File: src/source/rammodel_pkg.sv
package rammodel_pkg;

    // burst length field, beats minus one
    localparam int LEN_BITS = 8;

    typedef logic [LEN_BITS-1:0] len_t;

    // width of the delay inputs and the cycle counter
    localparam int DEFAULT_DELAY_BITS = 16;

    // write tracker states
    typedef enum logic {
        ADDR_WAIT,
        DATA_WAIT
    } wr_state_e;

endpackage

File: src/source/sched_if.sv
`timescale 1ns/1ps

// one pending response request, valid/ready handshake
interface sched_if #(
    parameter int ID_WIDTH = 4
);
    import rammodel_pkg::*;

    logic                valid;
    logic                ready;
    logic [ID_WIDTH-1:0] id;
    len_t                len;

    modport source (
        output valid,
        output id,
        output len,
        input  ready
    );

    modport sink (
        input  valid,
        input  id,
        input  len,
        output ready
    );

endinterface

File: src/source/rv_fifo.sv
`timescale 1ns/1ps

module rv_fifo #(
    parameter int WIDTH = 8,
    parameter int DEPTH = 8
) (
    input  logic             clk,
    input  logic             rst,
    input  logic             ivalid,
    output logic             iready,
    input  logic [WIDTH-1:0] idata,
    output logic             ovalid,
    input  logic             oready,
    output logic [WIDTH-1:0] odata
);

    localparam int PW = (DEPTH > 1) ? $clog2(DEPTH) : 1;
    localparam int CW = $clog2(DEPTH + 1);

    logic [WIDTH-1:0] mem [DEPTH];
    logic [PW-1:0]    wr_ptr;
    logic [PW-1:0]    rd_ptr;
    logic [CW-1:0]    count;
    logic             push;
    logic             pop;

    assign iready = (count != CW'(DEPTH));
    assign ovalid = (count != '0);
    // head shown without a read cycle
    assign odata  = mem[rd_ptr];

    assign push = ivalid && iready;
    assign pop  = ovalid && oready;

    always_ff @(posedge clk) begin
        if (push) begin
            mem[wr_ptr] <= idata;
        end
    end

    always_ff @(posedge clk) begin
        if (rst) begin
            wr_ptr <= '0;
            rd_ptr <= '0;
            count  <= '0;
        end else begin
            if (push) begin
                wr_ptr <= (wr_ptr == PW'(DEPTH - 1)) ? '0 : wr_ptr + 1'b1;
            end
            if (pop) begin
                rd_ptr <= (rd_ptr == PW'(DEPTH - 1)) ? '0 : rd_ptr + 1'b1;
            end
            case ({push, pop})
                2'b10:   count <= count + 1'b1;
                2'b01:   count <= count - 1'b1;
                default: count <= count;
            endcase
        end
    end

    // a push while full would overwrite the head entry
    a_no_push_full: assert property (@(posedge clk) disable iff (rst)
        (count == CW'(DEPTH)) && !pop |=> (count == CW'(DEPTH)) && $stable(odata));

    // a pop while empty would wrap the count
    a_no_pop_empty: assert property (@(posedge clk) disable iff (rst)
        (count == '0) |=> (count <= CW'(1)));

endmodule

File: src/source/delay_scheduler.sv
`timescale 1ns/1ps

module delay_scheduler #(
    parameter int ID_WIDTH   = 4,
    parameter int DELAY_BITS = rammodel_pkg::DEFAULT_DELAY_BITS,
    parameter int DEPTH      = 8
) (
    input  logic                  clk,
    input  logic                  rst,
    input  logic [DELAY_BITS-1:0] delay,
    sched_if.sink                 in,
    sched_if.source               out
);
    import rammodel_pkg::*;

    localparam int WAIT_W = DELAY_BITS + ID_WIDTH + LEN_BITS;
    localparam int DONE_W = ID_WIDTH + LEN_BITS;

    logic [DELAY_BITS-1:0] cycle;
    logic [DELAY_BITS-1:0] stamp;
    logic [DELAY_BITS-1:0] elapsed;

    logic                  wait_ovalid;
    logic                  wait_oready;
    logic [DELAY_BITS-1:0] head_stamp;
    logic [ID_WIDTH-1:0]   head_id;
    len_t                  head_len;
    logic                  head_due;

    logic                  done_ivalid;
    logic                  done_iready;
    logic [DONE_W-1:0]     done_odata;

    // free-running, wraps
    always_ff @(posedge clk) begin
        if (rst) begin
            cycle <= '0;
        end else begin
            cycle <= cycle + 1'b1;
        end
    end

    assign stamp = cycle + delay;

    rv_fifo #(
        .WIDTH  (WAIT_W),
        .DEPTH  (DEPTH)
    ) wait_q (
        .clk    (clk),
        .rst    (rst),
        .ivalid (in.valid),
        .iready (in.ready),
        .idata  ({stamp, in.id, in.len}),
        .ovalid (wait_ovalid),
        .oready (wait_oready),
        .odata  ({head_stamp, head_id, head_len})
    );

    // due once the counter has reached or passed the stamp
    assign elapsed  = cycle - head_stamp;
    assign head_due = !elapsed[DELAY_BITS-1];

    assign done_ivalid = wait_ovalid && head_due;
    assign wait_oready = done_iready && head_due;

    rv_fifo #(
        .WIDTH  (DONE_W),
        .DEPTH  (DEPTH)
    ) done_q (
        .clk    (clk),
        .rst    (rst),
        .ivalid (done_ivalid),
        .iready (done_iready),
        .idata  ({head_id, head_len}),
        .ovalid (out.valid),
        .oready (out.ready),
        .odata  (done_odata)
    );

    assign out.id  = done_odata[DONE_W-1:LEN_BITS];
    assign out.len = done_odata[LEN_BITS-1:0];

    // a released response is held until taken
    a_out_hold: assert property (@(posedge clk) disable iff (rst)
        out.valid && !out.ready |=> out.valid && $stable({out.id, out.len}));

endmodule

File: src/source/read_burst_responder.sv
`timescale 1ns/1ps

module read_burst_responder #(
    parameter int ID_WIDTH = 4
) (
    input  logic                clk,
    input  logic                rst,
    sched_if.sink               due,
    output logic                rvalid,
    input  logic                rready,
    output logic [ID_WIDTH-1:0] rid,
    output logic                rlast
);
    import rammodel_pkg::*;

    // beats sent so far in the current burst
    len_t beat;

    assign rvalid = due.valid;
    assign rid    = due.id;
    assign rlast  = due.valid && (beat == due.len);

    // item leaves on its final beat
    assign due.ready = rready && rlast;

    always_ff @(posedge clk) begin
        if (rst) begin
            beat <= '0;
        end else if (rvalid && rready) begin
            if (rlast) begin
                beat <= '0;
            end else begin
                beat <= beat + 1'b1;
            end
        end
    end

    a_beat_in_range: assert property (@(posedge clk) disable iff (rst)
        due.valid |-> (beat <= due.len));

endmodule

File: src/source/write_request_tracker.sv
`timescale 1ns/1ps

module write_request_tracker #(
    parameter int ID_WIDTH = 4
) (
    input  logic                clk,
    input  logic                rst,
    input  logic                awvalid,
    output logic                awready,
    input  logic [ID_WIDTH-1:0] awid,
    input  logic                wvalid,
    output logic                wready,
    input  logic                wlast,
    sched_if.source             req
);
    import rammodel_pkg::*;

    wr_state_e           state;
    logic [ID_WIDTH-1:0] id_q;
    logic                aw_fire;
    logic                last_fire;

    assign awready = (state == ADDR_WAIT);
    // stall data while the scheduler cannot take the response
    assign wready  = (state == DATA_WAIT) && req.ready;

    assign aw_fire   = awvalid && awready;
    assign last_fire = wvalid && wready && wlast;

    assign req.valid = (state == DATA_WAIT) && wvalid && wlast;
    assign req.id    = id_q;
    assign req.len   = '0;

    always_ff @(posedge clk) begin
        if (rst) begin
            state <= ADDR_WAIT;
        end else if (aw_fire) begin
            state <= DATA_WAIT;
        end else if (last_fire) begin
            state <= ADDR_WAIT;
        end
    end

    always_ff @(posedge clk) begin
        if (aw_fire) begin
            id_q <= awid;
        end
    end

    a_no_data_after_last: assert property (@(posedge clk) disable iff (rst)
        last_fire |=> (state == ADDR_WAIT) && !wready);

endmodule

File: src/source/timing_model_fixed.sv
`timescale 1ns/1ps

module timing_model_fixed #(
    parameter int ID_WIDTH       = 4,
    parameter int DELAY_BITS     = rammodel_pkg::DEFAULT_DELAY_BITS,
    parameter int MAX_R_INFLIGHT = 8,
    parameter int MAX_W_INFLIGHT = 8
) (
    input  logic                  clk,
    input  logic                  rst,

    input  logic                  arvalid,
    output logic                  arready,
    input  logic [ID_WIDTH-1:0]   arid,
    input  rammodel_pkg::len_t    arlen,

    input  logic                  awvalid,
    output logic                  awready,
    input  logic [ID_WIDTH-1:0]   awid,

    input  logic                  wvalid,
    output logic                  wready,
    input  logic                  wlast,

    output logic                  bvalid,
    input  logic                  bready,
    output logic [ID_WIDTH-1:0]   bid,

    output logic                  rvalid,
    input  logic                  rready,
    output logic [ID_WIDTH-1:0]   rid,
    output logic                  rlast,

    input  logic [DELAY_BITS-1:0] r_delay,
    input  logic [DELAY_BITS-1:0] w_delay
);

    sched_if #(.ID_WIDTH(ID_WIDTH)) r_req ();
    sched_if #(.ID_WIDTH(ID_WIDTH)) r_due ();
    sched_if #(.ID_WIDTH(ID_WIDTH)) w_req ();
    sched_if #(.ID_WIDTH(ID_WIDTH)) w_due ();

    // read address channel straight into the scheduler
    assign r_req.valid = arvalid;
    assign r_req.id    = arid;
    assign r_req.len   = arlen;
    assign arready     = r_req.ready;

    delay_scheduler #(
        .ID_WIDTH   (ID_WIDTH),
        .DELAY_BITS (DELAY_BITS),
        .DEPTH      (MAX_R_INFLIGHT)
    ) r_sched_i (
        .clk        (clk),
        .rst        (rst),
        .delay      (r_delay),
        .in         (r_req),
        .out        (r_due)
    );

    read_burst_responder #(
        .ID_WIDTH   (ID_WIDTH)
    ) r_resp_i (
        .clk        (clk),
        .rst        (rst),
        .due        (r_due),
        .rvalid     (rvalid),
        .rready     (rready),
        .rid        (rid),
        .rlast      (rlast)
    );

    write_request_tracker #(
        .ID_WIDTH   (ID_WIDTH)
    ) w_track_i (
        .clk        (clk),
        .rst        (rst),
        .awvalid    (awvalid),
        .awready    (awready),
        .awid       (awid),
        .wvalid     (wvalid),
        .wready     (wready),
        .wlast      (wlast),
        .req        (w_req)
    );

    delay_scheduler #(
        .ID_WIDTH   (ID_WIDTH),
        .DELAY_BITS (DELAY_BITS),
        .DEPTH      (MAX_W_INFLIGHT)
    ) w_sched_i (
        .clk        (clk),
        .rst        (rst),
        .delay      (w_delay),
        .in         (w_req),
        .out        (w_due)
    );

    // write responses carry no length
    assign bvalid      = w_due.valid;
    assign bid         = w_due.id;
    assign w_due.ready = bready;

endmodule

File: config.mk
export PLATFORM = sky130hd
export DESIGN_NAME = timing_model_fixed
export DESIGN_NICKNAME = d
export VERILOG_FILES = /design/src/source/rammodel_pkg.sv /design/src/source/sched_if.sv /design/src/source/rv_fifo.sv /design/src/source/delay_scheduler.sv /design/src/source/read_burst_responder.sv /design/src/source/write_request_tracker.sv /design/src/source/timing_model_fixed.sv
export SDC_FILE = /design/constraint.sdc
export NUM_CORES = 1
export LEC_CHECK = 0
export BUFFER_PORTS_ARGS = -buffer_cell sky130_fd_sc_hd__buf_2
export CORE_MARGIN = 2
export CORE_UTILIZATION = 55
export CTS_CLUSTER_DIAMETER = 30
export CTS_CLUSTER_SIZE = 12
export DETAILED_ROUTE_END_ITERATION = 10
export PLACE_DENSITY_LB_ADDON = 0.1
export SLEW_MARGIN = 30
export SYNTH_ARGS = -nofsm -noshare
export SYNTH_HDL_FRONTEND = slang
export SYNTH_SLANG_ARGS = --single-unit
export TNS_END_PERCENT = 100
File: constraint.sdc
create_clock -name clk -period 11.5 [get_ports clk]
set_clock_uncertainty 0.05 [all_clocks]
set_input_delay 0.575 -clock clk [delete_from_list [all_inputs] [get_ports clk]]
set_output_delay 0.575 -clock clk [all_outputs]
set_load 0.01 [all_outputs]
# After elaboration in Yosys (flattened, before gate mapping)
# Memories as Yosys holds them, arrays and structs flattened. A register that Yosys moved wholly into a read port is not among the register bits.
# Index checks and enable logic that the tools add are counted.
word_totals:
  in_bits: 56
  elab_cells: 129
  romBits: 0
  reg_bits: 85
  n_memories: 4
  output_inout_bits: 14
  ram_bits: 576
  latch_bits: 0
classes:
  muxes: 31
  order_cmp: 0
  n_shift: 0
  n_bitwise: 1
  reduce_logical: 32
  add_sub_neg: 23
  div_mod_pow: 0
  n_eq_ne: 21
  multipliers: 0
mem_list:
  columns: ["memory", "words", "width", "read_ports", "rd_ports_with_merged_regs", "write_ports", "line", "source"]
  rows:
  - ["r_sched_i.wait_q.mem", 8, 28, 1, 1, 1, "rv_fifo.sv:20", "logic [WIDTH-1:0] mem [DEPTH];"]
  - ["w_sched_i.wait_q.mem", 8, 20, 1, 1, 1, "rv_fifo.sv:20", null]
  - ["r_sched_i.done_q.mem", 8, 12, 1, 1, 1, "rv_fifo.sv:20", null]
  - ["w_sched_i.done_q.mem", 8, 12, 1, 1, 1, "rv_fifo.sv:20", null]
ops:
  columns: ["cell", "count"]
  rows:
  - ["$mux 3", 16]
  - ["$add 16x1->16 const B", 2]
  - ["$add 16x16->16", 2]
  - ["$pmux 4 s2", 4]
  - ["$sub 16x16->16", 2]
  - ["$add 3x1->3 const B", 8]
  - ["$eq 3x3->1 const B", 8]
  - ["$logic_and 1x1->1", 21]
  - ["$add 4x1->4 const B", 4]
  - ["$ne 4x4->1 const B", 4]
  - ["$reduce_bool 4->1", 4]
  - ["$sub 4x1->4 const B", 4]
  - ["$mux 1", 10]
  - ["$reduce_bool 2->1", 5]
  - ["$add 8x1->8 const B", 1]
  - ["$eq 2x1->1 const B", 4]
  - ["$eq 2x2->1 const B", 4]
  - ["$eq 8x8->1", 1]
  - ["$mux 8", 1]
  - ["$logic_not 1->1", 2]
  - ["$not 1->1", 1]

# Depth between registers and ports, before layout
# Gate-level depths: netlist of run 1.
depth:
  depth_word: 6
  mapped_depth: 21
  depth_no_buf: 17

# Hierarchy
# From an unflattened synthesis of run 1, not the netlist that was laid out.
hier_totals:
  cells_unflattened: 1779
  area_unflattened_um2: 31457.7
modules_own_cells:
  columns: ["mod", "area_per_inst_um2", "cells_per_inst", "n_inst"]
  rows:
  - ["rv_fifo at w_sched_i.wait_q", 9100.0, 400, 1]
  - ["rv_fifo at r_sched_i.wait_q", 9095.0, 400, 1]
  - ["rv_fifo at w_sched_i.done_q", 4389.2, 216, 1]
  - ["rv_fifo at r_sched_i.done_q", 4380.5, 216, 1]
  - ["delay_scheduler", 1820.5, 230, 2]
  - ["read_burst_responder", 600.6, 67, 1]
  - ["write_request_tracker", 251.5, 20, 1]

# Worst setup path before layout of run 1
# Ideal clock, no wire load.
synth_path:
  path_type: "reg-to-reg"
  start: "reg with a tool-made name"
  end: "mem r_sched_i.done_q.mem[2][0] in the netlist's numbering, enable pin"
  stages_incl_launch_ff: 14
  arrival_time_ns: 4.723
  setup_time_ns: 0.417
  period_less_slack_ns: 5.190
  required_ns: 11.033
  path_slack_ns: 6.310
  n_path_buf: 2
  cell_sequence: "dfxtp_1 -> clkbuf_1 -> clkbuf_1 -> mux4_2 -> mux2i_1 -> ha_1 -> a21o_1 -> a21o_1 -> a21oi_1 -> o211ai_2 -> xnor2_1 -> nor2_1 -> inv_2 -> nor4b_1"
synth_rtl:
  columns: ["item", "line"]
  rows:
  - ["end, declared", "rv_fifo.sv:20"]

==> results of run 1 <==
## cell type report
class | count | area, µm² | share of cell area
clock buffer | 140 | 3182 | 0.1022
inverter | 28 | 106.4 | 0.003415
sequential | 609 | 17370 | 0.5578
clock inverter | 83 | 905.9 | 0.02909
timing repair buffer | 100 | 629.4 | 0.02021
multi-input combinational | 834 | 8188 | 0.2629
tap | 607 | 759.5 | 0.02439
## power by group through the flow
stage	Sequential (W)	Combinational, W	Clock, W
CTS	0.00264	0.000803	0.00348
finish	0.00264	0.000792	0.00343
detailed placement	0.00267	0.000793	0
floorplan	0.00263	0.000620	0
global route	0.00265	0.000881	0.00359
global placement	0.00267	0.000774	0
## layer usage
layer  share of wire  global-route usage
met1            0.45              0.3061
met4           0.014             0.06980
met2            0.48              0.3522
met3           0.051             0.04192
met5         0.00027                   0
## state kept, by name, summed over array words and instances (netlist names), 8 cells and up, named ones only
| register | flops |
|---|---|
| w_sched_i.done_q.mem | 32 |
| r_sched_i.done_q.mem | 96 |
| w_sched_i.cycle | 16 |
| r_sched_i.wait_q.mem | 224 |
| r_sched_i.cycle | 16 |
| w_sched_i.wait_q.mem | 160 |
| r_resp_i.beat | 8 |
## worst register-to-register path: stages (launching register included)
cell and delay (ns):
dfxtp_4 0.56, buf_4 0.72, mux4_2 0.59, mux2i_1 0.18, ha_1 0.27, a21oi_1 0.16
o21ai_0 0.09, a22oi_1 0.21, o211ai_2 0.21, xnor2_1 0.59, nor2_1 0.21, inv_2 0.18
ha_1 0.27, xor2_1 0.18, ha_1 0.16, a21oi_1 0.05, xor2_1 0.15, or3_1 0.30
a21oi_1 0.14
## how the worst max path moves through the flow
| stage | startpoint | end | slack, ns |
|---|---|---|---|
| finish | flip-flop | r_sched_i.done_q.count[2] | 6.15 |
| global route | flip-flop | r_sched_i.done_q.count[2] | 5.66 |
| CTS | flip-flop | r_sched_i.done_q.count[2] | 6.06 |
| detailed placement | flip-flop | r_sched_i.done_q.count[2] | 6.08 |
| global placement | flip-flop | r_sched_i.done_q.count[2] | 6.26 |
| floorplan | flip-flop | r_sched_i.done_q.mem[2][0] | 6.31 |
## per-stage QoR
step | setup slack, ns | utilization
2_1_floorplan | 6.310 | -
4_1_cts | 6.060 | 0.6710
3_5_place_dp | 6.084 | 0.5828
6_report | 6.147 | 0.6718
3_3_place_gp | 6.258 | 0.5808
5_1_grt | 5.662 | 0.6718
## Yosys cell counts (32+ instances only)
library cell / n / area, µm²
edfxtp_1: 516 / 15490
ha_1: 89 / 1114
clkbuf_1: 38 / 142.6
nand2_1: 50 / 187.7
nor3_1: 37 / 185.2
mux4_2: 124 / 2793
nor2_1: 79 / 296.5
a21oi_1: 67 / 335.3
xor2_1: 47 / 411.6
dfxtp_1: 93 / 1862
mux2i_1: 53 / 530.5
xnor2_1: 32 / 280.3
## logic make-up after synthesis
family	synth area share
AND/OR/NAND/NOR	0.05852
adder cells (fa/ha/maj)	0.04485
buffers and inverters	0.01425
multiplexers	0.1422
AO/OA/AOI/OAI	0.03843
flip-flops	0.6748
XOR/XNOR	0.02690
==> results.yml, run 1 <==
run_status:
  status: "finished clean"
power_and_ir_drop:
  seq_power_share: 0.384
  p_sw_w: 0.001619
  power.density_nw_per_um2: 220.3
  swShare: 0.2359
  pwr-share-clk: 0.501
  pwr-share-comb: 0.115
  total_leakage_power_nw: 10.77
  p_int_w: 0.005243
  irDropWorstVdd_uv: 134.7
  p_total_w: 0.006862
setup_path:
  worstPathCellList: "buf_4 -> mux4_2 -> mux2i_1 -> ha_1 -> a21oi_1 -> o21ai_0 -> a22oi_1 -> o211ai_2 -> xnor2_1 -> nor2_1 -> inv_2 -> ha_1 -> xor2_1 -> ha_1 -> a21oi_1 -> xor2_1 -> or3_1 -> a21oi_1"
  crit_type: "reg2reg"
  rrSetupSlack_ns: 6.15
  crit_cells: 18
  required_ns: 12.00
  critical-path-top-delay-family: "XOR/XNOR gates"
  cp-start-kind: "flip-flop"
  cpPeakStageDelay_ns: 0.71
  r2r_cells: 18
  r2r-end: "r_sched_i.done_q.count[2]"
  endpoint_kind: "flip-flop"
  slowest_stage: "buf_4"
  worstPathArrival_ns: 5.85
  cp_max_fo: 41
  worst-path-buf-inv: 2
clock_network:
  ctsResizeCount: 0
  cts_tree: "yes"
  clkLatencyLatePin_ns: 0.65
  cts_sinks: 609
  clockBufferDepth: 3
  cts_made_buffers: 118
  holdBufCountCts: 0
  path_clk_slew_ns: 0.05
  post-cts-setup-buffer-count: 0
  root_buffer: "clkbuf_16"
  h-tree-depth: 3
final_layout:
  drive_gt1_frac: 0.2670
  fin_nets: 1838
  area_growth_pct: 21.08
  final_area_um2: 31140
  layout_common_cells: "516 x edfxtp_1, 124 x mux4_2, 123 x clkbuf_16, 89 x ha_1, 86 x dfxtp_1"
  final_common_cell: "edfxtp_1"
  fill_cells: 3117
  finalNonFillerCells: 2401
  antenna_cells: 0
timing:
  hold_violations: 0
  max_freq_mhz: 186.8
  min_period_ns: 5.353
  worst_pin_slew_ns: 0.8513
  finalMaxSlewViolations: 0
  setup_tns_ns: 0
  whs_ns: 0.06954
  rsz0062_at_grt: "false"
  setup-violations-final: 0
  fin_crit_sh: 0.4655
  max-slew-margin-rel: 0.4272
yosys:
  synth_ff_type: "edfxtp_1"
  syn_nets: 1676
  mappedNetlistArea_um2: 25720
  synth_seq_area_share: 0.6748
  netlist_instances: 1529
  synth_seq_cells: 609
  syn_avg_cell_area_um2: 16.82
  synth-edff-count: 516
  ys_warn_count: 0
  async_reset_ff_frac: 0
  ys_types: 64
worst_hold_path:
  hold_depth: 1
  hp-start: "awid[2]"
  hp-class: "in2reg"
  worstHoldEndpoint: "w_track_i.req.id[2]"
drt:
  drc_errors: 0
  ant_nets: 0
  first_pass_iters: 5
  routed_wl_um: 51810
  vias: 13920
  wl_per_cell_um: 21.58
  drtIter0Drc: 1020
  routed_via_density: 5.799
global_routing:
  grt_max_degree: 84
  grt_pass1_vias: 14180
  grt_use_total: 0.2193
  gr-total-overflow: 0
  antenna_found_initial: 1
  grt_pass1_wl_um: 80050
placed_design:
  port_buffers: 69
  dp_hpwl_um: 30530
  placed_cell_area_um2: 27020
  routabilityCongestion: 0.7638
  placed_cells: 2178
die:
  rows: 79
  initial_core_util: 0.5548
  coreArea_um2: 46360
  ios: 70
  die_area_um2: 48510
  die_h_um: 220.2
  die_w_um: 220.2
flow_run:
  max-cap-violations: 0
Note: power is estimated with default switching activity, not from simulation.
==> inputs of run 2 (changes only) <==
==> constraint.sdc (replaced) <==
create_clock -name clk -period 5.2 [get_ports clk]
set_clock_uncertainty 0.05 [all_clocks]
set_input_delay 0.26 -clock clk [delete_from_list [all_inputs] [get_ports clk]]
set_output_delay 0.26 -clock clk [all_outputs]
set_load 0.01 [all_outputs]
==> run 2 against run 1 <==
  * Critical path depth decreased by 2
  * Sequential share of layout area decreased by 0.089 points
  * Global-route usage increased by 0.21 points
  * Combinational power increased by 120%
  * Via count increased by 0.49%
  * Final area increased by 0.14%
  * Register-to-register slack got worse by 5.5 ns
  * Largest power group unchanged
  * Highest routed layer unchanged
==> results.yml, run 2 (same netlist as run 1, synthesis figures left out) <==
run_status:
  status: "finished clean"
setup_path:
  slowest_stage: "dfxtp_2"
  crit_type: "reg2reg"
  required_ns: 5.69
  worst-path-buf-inv: 1
  worstPathCellList: "buf_4 -> mux4_2 -> mux2i_1 -> ha_1 -> a21oi_1 -> o21ai_0 -> o2bb2ai_1 -> or4_1 -> and3_1 -> ha_1 -> xor2_1 -> ha_1 -> a21oi_1 -> xor2_1 -> or3_1 -> a21oi_1"
  cp-start-kind: "flip-flop"
  worstPathArrival_ns: 5.09
  cp_max_fo: 24
  endpoint_kind: "flip-flop"
  critical-path-top-delay-family: "simple AND/OR/NAND/NOR gates"
  cpPeakStageDelay_ns: 0.77
final_layout:
  fill_cells: 3117
  seqCellArea_um2: 17370
  layout_common_cells: "516 x edfxtp_1, 124 x mux4_2, 114 x clkbuf_16, 89 x ha_1, 88 x dfxtp_1"
  largest_register: "r_sched_i.wait_q.mem"
  drive_gt1_frac: 0.2633
  largest_reg_flops: 224
  reg_top3: "r_sched_i.wait_q.mem (224), w_sched_i.wait_q.mem (160), r_sched_i.done_q.mem (96)"
  multi_input_area_um2: 8145
  area_growth_pct: 21.25
  antenna_cells: 0
  fin_nets: 1874
  final_common_cell: "edfxtp_1"
timing:
  fin_crit_sh: 0.8844
  finalMaxSlewViolations: 0
  worst_pin_slew_ns: 0.9396
  hold_violations: 0
  setup-violations-final: 0
  max-slew-margin-rel: 0.3702
  rsz0062_at_grt: "false"
  fin_ws_ns: 0.6011
  min_period_ns: 4.599
  max_freq_mhz: 217.4
  setup_tns_ns: 0
die:
  rows: 79
  die_area_um2: 48510
  coreArea_um2: 46360
  die_h_um: 220.2
  initial_core_util: 0.5548
  die_w_um: 220.2
  ios: 70
global_routing:
  grt_pass1_vias: 14440
  grtUsageMet1: 0.3107
  grt_pass1_wl_um: 80390
  grt_max_degree: 49
  use_met2: 0.3480
  gr-usage-met3: 0.04151
  top_usage_layer: "met2"
  grt_use_total: 0.2214
  antenna_found_initial: 1
  gr-total-overflow: 0
worst_hold_path:
  hp-class: "in2reg"
drt:
  routed_wl_um: 51800
  first_pass_iters: 5
  drtIter0Drc: 1175
  vias: 13990
  drc_errors: 0
  wl_per_cell_um: 21.32
  ant_nets: 0
  routed_via_density: 5.758
flow_run:
  max-cap-violations: 0
clock_network:
  clockBufferDepth: 3
  clkLatencyLatePin_ns: 0.63
  cts_sinks: 609
  path_clk_slew_ns: 0.05
  root_buffer: "clkbuf_16"
  cts_made_buffers: 112
  post-cts-setup-buffer-count: 0
  cts_tree: "yes"
  h-tree-depth: 3
power_and_ir_drop:
  power.density_nw_per_um2: 471.8
  irDropWorstVdd_uv: 273.1
  total_leakage_power_nw: 10.81
placed_design:
  routabilityCongestion: 0.8333
  port_buffers: 69
  preCtsSetupSlack_ns: 0.3458
  dp_hpwl_um: 32380
[run 2: cell count changes in the layout (fill, tap and decap cells not counted), moves of 3 or more]
| cell | change |
|---|---|
| nor3b_4 | -3 |
| clkinv_2 | +4 |
| nor3b_2 | +3 |
| inv_6 | -9 |
| buf_4 | +19 |
| buf_12 | +3 |
| clkbuf_8 | -3 |
| clkbuf_1 | +6 |
| dlygate4sd3_1 | +20 |
| clkbuf_16 | -9 |
| clkinv_1 | -3 |
[run 2: layout make-up]
class | instances | share of cell area
Multi-Input combinational cell | 834 | 0.2612
Sequential cell | 609 | 0.5569
Inverter | 28 | 0.003410
Tap cell | 607 | 0.02435
Timing Repair Buffer | 142 | 0.03362
Clock inverter | 76 | 0.02632
Clock buffer | 134 | 0.09420
[run 2: path summary, 6_finish.rpt]
kind	from	end	slack [ns]	depth (start not counted)
hold reg to reg	w_sched_i.done_q.rd_ptr[1]	w_sched_i.done_q.rd_ptr[1]	0.43	2
setup reg to reg	flip-flop	w_sched_i.wait_q.count[2]	0.60	16
hold / removal	w_delay[0]	w_sched_i.wait_q.mem[7][4]	0.14	2
setup / recovery	flip-flop	w_sched_i.wait_q.count[2]	0.60	16
[run 2: metrics by stage]
stage / utilization / cell area, µm² / hold WS (ns) / power, W / std cells
6_report: 0.6727 / 31190 / 0.1356 / 0.01472 / 2430
5_1_grt: 0.6727 / 31190 / 0.1229 / 0.01529 / 2430
4_1_cts: 0.6724 / 31170 / 0.09084 / 0.01485 / 2430
3_5_place_dp: 0.5870 / 27210 / 0.3905 / 0.007733 / 2200
3_3_place_gp: 0.5847 / 27110 / 0.3871 / 0.007673 / 2196
2_1_floorplan: - / 25720 / 0.3089 / 0.007192 / 1529
[run 2: layer usage]
metal  vias to the layer above  share of wire
met5                         -        0.00025
met4                         2          0.023
met3                        85          0.050
met2                       332           0.47
met1                      7056           0.45
li1                       6516              -
[run 2: power by group]
part | leakage, nW | total, W | internal (W) | switching (W)
Sequential | 5.42 | 0.00587 | 0.00566 | 0.000209
Clock | 1.80 | 0.00707 | 0.00474 | 0.00233
Combinational | 3.60 | 0.00178 | 0.000850 | 0.000929
[run 2: repair_timing]
item                                    in CTS  in global routing
endpoints found under the setup margin       0                  2
endpoints found under the hold margin      109                  0
hold buffers                                20                  0
gates resized for setup                      0                  2
==> inputs of run 3 (changes only) <==
==> constraint.sdc (replaced) <==
create_clock -name clk -period 5.2 [get_ports clk]
set_clock_uncertainty 0.05 [all_clocks]
set_input_delay 1.04 -clock clk [delete_from_list [all_inputs] [get_ports clk]]
set_output_delay 1.04 -clock clk [all_outputs]
set_load 0.01 [all_outputs]
==> run 3 against run 2 <==
  * Flip-flop and latch count did not move
  * Worst setup slack lost 0.18 ns
  * Wire length is 0.56% higher
  * Clock power increased by 8.5%
  * Critical path type unchanged
  * Highest routed layer unchanged
==> results.yml, run 3 (same netlist as run 1, synthesis figures left out) <==
final_layout:
  drive_gt1_frac: 0.2829
  fin_util: 0.6750
  fin_nets: 1854
  layout_common_cells: "516 x edfxtp_1, 124 x mux4_2, 117 x clkbuf_16, 89 x ha_1, 88 x dfxtp_1"
  largest_reg_flops: 224
  reg_top3: "r_sched_i.wait_q.mem (224), w_sched_i.wait_q.mem (160), r_sched_i.done_q.mem (96)"
  fill_cells: 3069
  antenna_cells: 0
  area_growth_pct: 21.66
  largest_register: "r_sched_i.wait_q.mem"
  final_common_cell: "edfxtp_1"
  finalNonFillerCells: 2417
global_routing:
  gr-total-overflow: 0
  antenna_found_initial: 1
  grt_pass1_wl_um: 80900
  grt_pass1_vias: 14270
  grt_use_total: 0.2220
  grt_max_degree: 81
clock_network:
  root_buffer: "clkbuf_16"
  cts_made_buffers: 115
  post-cts-setup-buffer-count: 0
  clockBufferDepth: 3
  cts_tree: "yes"
  cts_sinks: 609
  holdBufCountCts: 0
  path_clk_slew_ns: 0.05
  h-tree-depth: 3
  clkLatencyLatePin_ns: 0.66
die:
  coreArea_um2: 46360
  die_w_um: 220.2
  die_area_um2: 48510
  initial_core_util: 0.5548
  rows: 79
  die_h_um: 220.2
  ios: 70
setup_path:
  cp-endpoint: "w_sched_i.done_q.count[2]"
  endpoint_kind: "flip-flop"
  r2r_cells: 17
  cp-start-kind: "flip-flop"
  worstPathArrival_ns: 5.30
  cp_max_fo: 24
  crit_type: "reg2reg"
  rrSetupSlack_ns: 0.42
  r2r-end: "w_sched_i.done_q.count[2]"
  required_ns: 5.72
power_and_ir_drop:
  power.density_nw_per_um2: 488.6
  irDropWorstVdd_uv: 342.1
  total_leakage_power_nw: 10.90
  p_total_w: 0.01529
drt:
  first_pass_iters: 7
  ant_nets: 0
  routed_wl_um: 52080
  wl_per_cell_um: 21.55
  drtIter0Drc: 1041
  vias: 13820
  routed_via_density: 5.717
  drc_errors: 0
timing:
  min_period_ns: 4.779
  fin_crit_sh: 0.9190
  worst_pin_slew_ns: 0.8948
  max_freq_mhz: 209.3
  finalMaxSlewViolations: 0
  setup_tns_ns: 0
  setup-violations-final: 0
  whs_ns: 0.4283
  max-slew-margin-rel: 0.3992
  hold_violations: 0
  rsz0062_at_grt: "false"
worst_hold_path:
  hold_depth: 2
  hp-class: "reg2reg"
flow_run:
  max-cap-violations: 0
placed_design:
  routabilityCongestion: 0.7734
  dp_hpwl_um: 31590
  placed_cells: 2197
  port_buffers: 69
run_status:
  status: "finished clean"
[run 3: critical path: stages (launching register included)]
cell	delay, ns
dfxtp_2	0.86
buf_4	0.29
mux4_2	0.52
mux2i_1	0.16
ha_1	0.17
nand4_1	0.15
a2111o_1	0.32
a31oi_1	0.19
or4_1	0.14
and3_1	0.40
clkinv_2	0.12
ha_1	0.28
xor2_1	0.17
ha_1	0.18
a21oi_1	0.16
xor2_1	0.09
or3_1	0.31
a21oi_1	0.13
[run 3: stage by stage]
step	worst slack, ns	instance area, µm²
global placement	0.5167	27110
detailed placement	0.3196	27130
finish	0.4213	31290
global route	0.05639	31290
CTS	0.3086	31280
floorplan	0.009625	25720
[run 3: how the worst min path moves through the flow]
| stage | from | endpoint | slack (ns) |
|---|---|---|---|
| after global placement | w_sched_i.done_q.rd_ptr[2] | w_sched_i.done_q.rd_ptr[2] | 0.41 |
| after global routing | w_sched_i.done_q.rd_ptr[1] | flip-flop | 0.46 |
| after detailed placement | w_sched_i.done_q.rd_ptr[1] | w_sched_i.done_q.rd_ptr[1] | 0.42 |
| after floorplan | w_sched_i.cycle[0] | w_sched_i.cycle[0] | 0.39 |
| final | w_sched_i.done_q.rd_ptr[2] | w_sched_i.done_q.rd_ptr[2] | 0.43 |
| after CTS | w_sched_i.done_q.rd_ptr[2] | w_sched_i.done_q.rd_ptr[2] | 0.43 |
[run 3: cell type report]
type / count / area (µm²) / area share
Sequential cell: 609 / 17370 / 0.5550
Multi-Input combinational cell: 834 / 8133 / 0.2599
Clock buffer: 137 / 3123 / 0.09981
Clock inverter: 83 / 1021 / 0.03263
Timing Repair Buffer: 119 / 782.0 / 0.02499
Tap cell: 607 / 759.5 / 0.02427
Inverter: 28 / 106.4 / 0.003399
[run 3: per-layer routing]
layer	up-vias	routed length [µm]	GRT usage
met5	-	8	0
met4	2	827	0.07383
met3	72	2337	0.04014
met2	310	24940	0.3541
met1	6969	23970	0.3121
li1	6465	-	-
[run 3: repair_timing]
action                                  CTS  global route
gates resized for setup                   0             1
endpoints found under the hold margin     0             0
endpoints found under the setup margin    0             2
[run 3: report_power, final]
| part | leakage [nW] | switching [W] | internal (W) |
|---|---|---|---|
| Combinational | 3.49 | 0.000917 | 0.000836 |
| Clock | 1.99 | 0.00258 | 0.00509 |
| Sequential | 5.42 | 0.000212 | 0.00566 |
| Total | 10.9 | 0.00370 | 0.0116 |
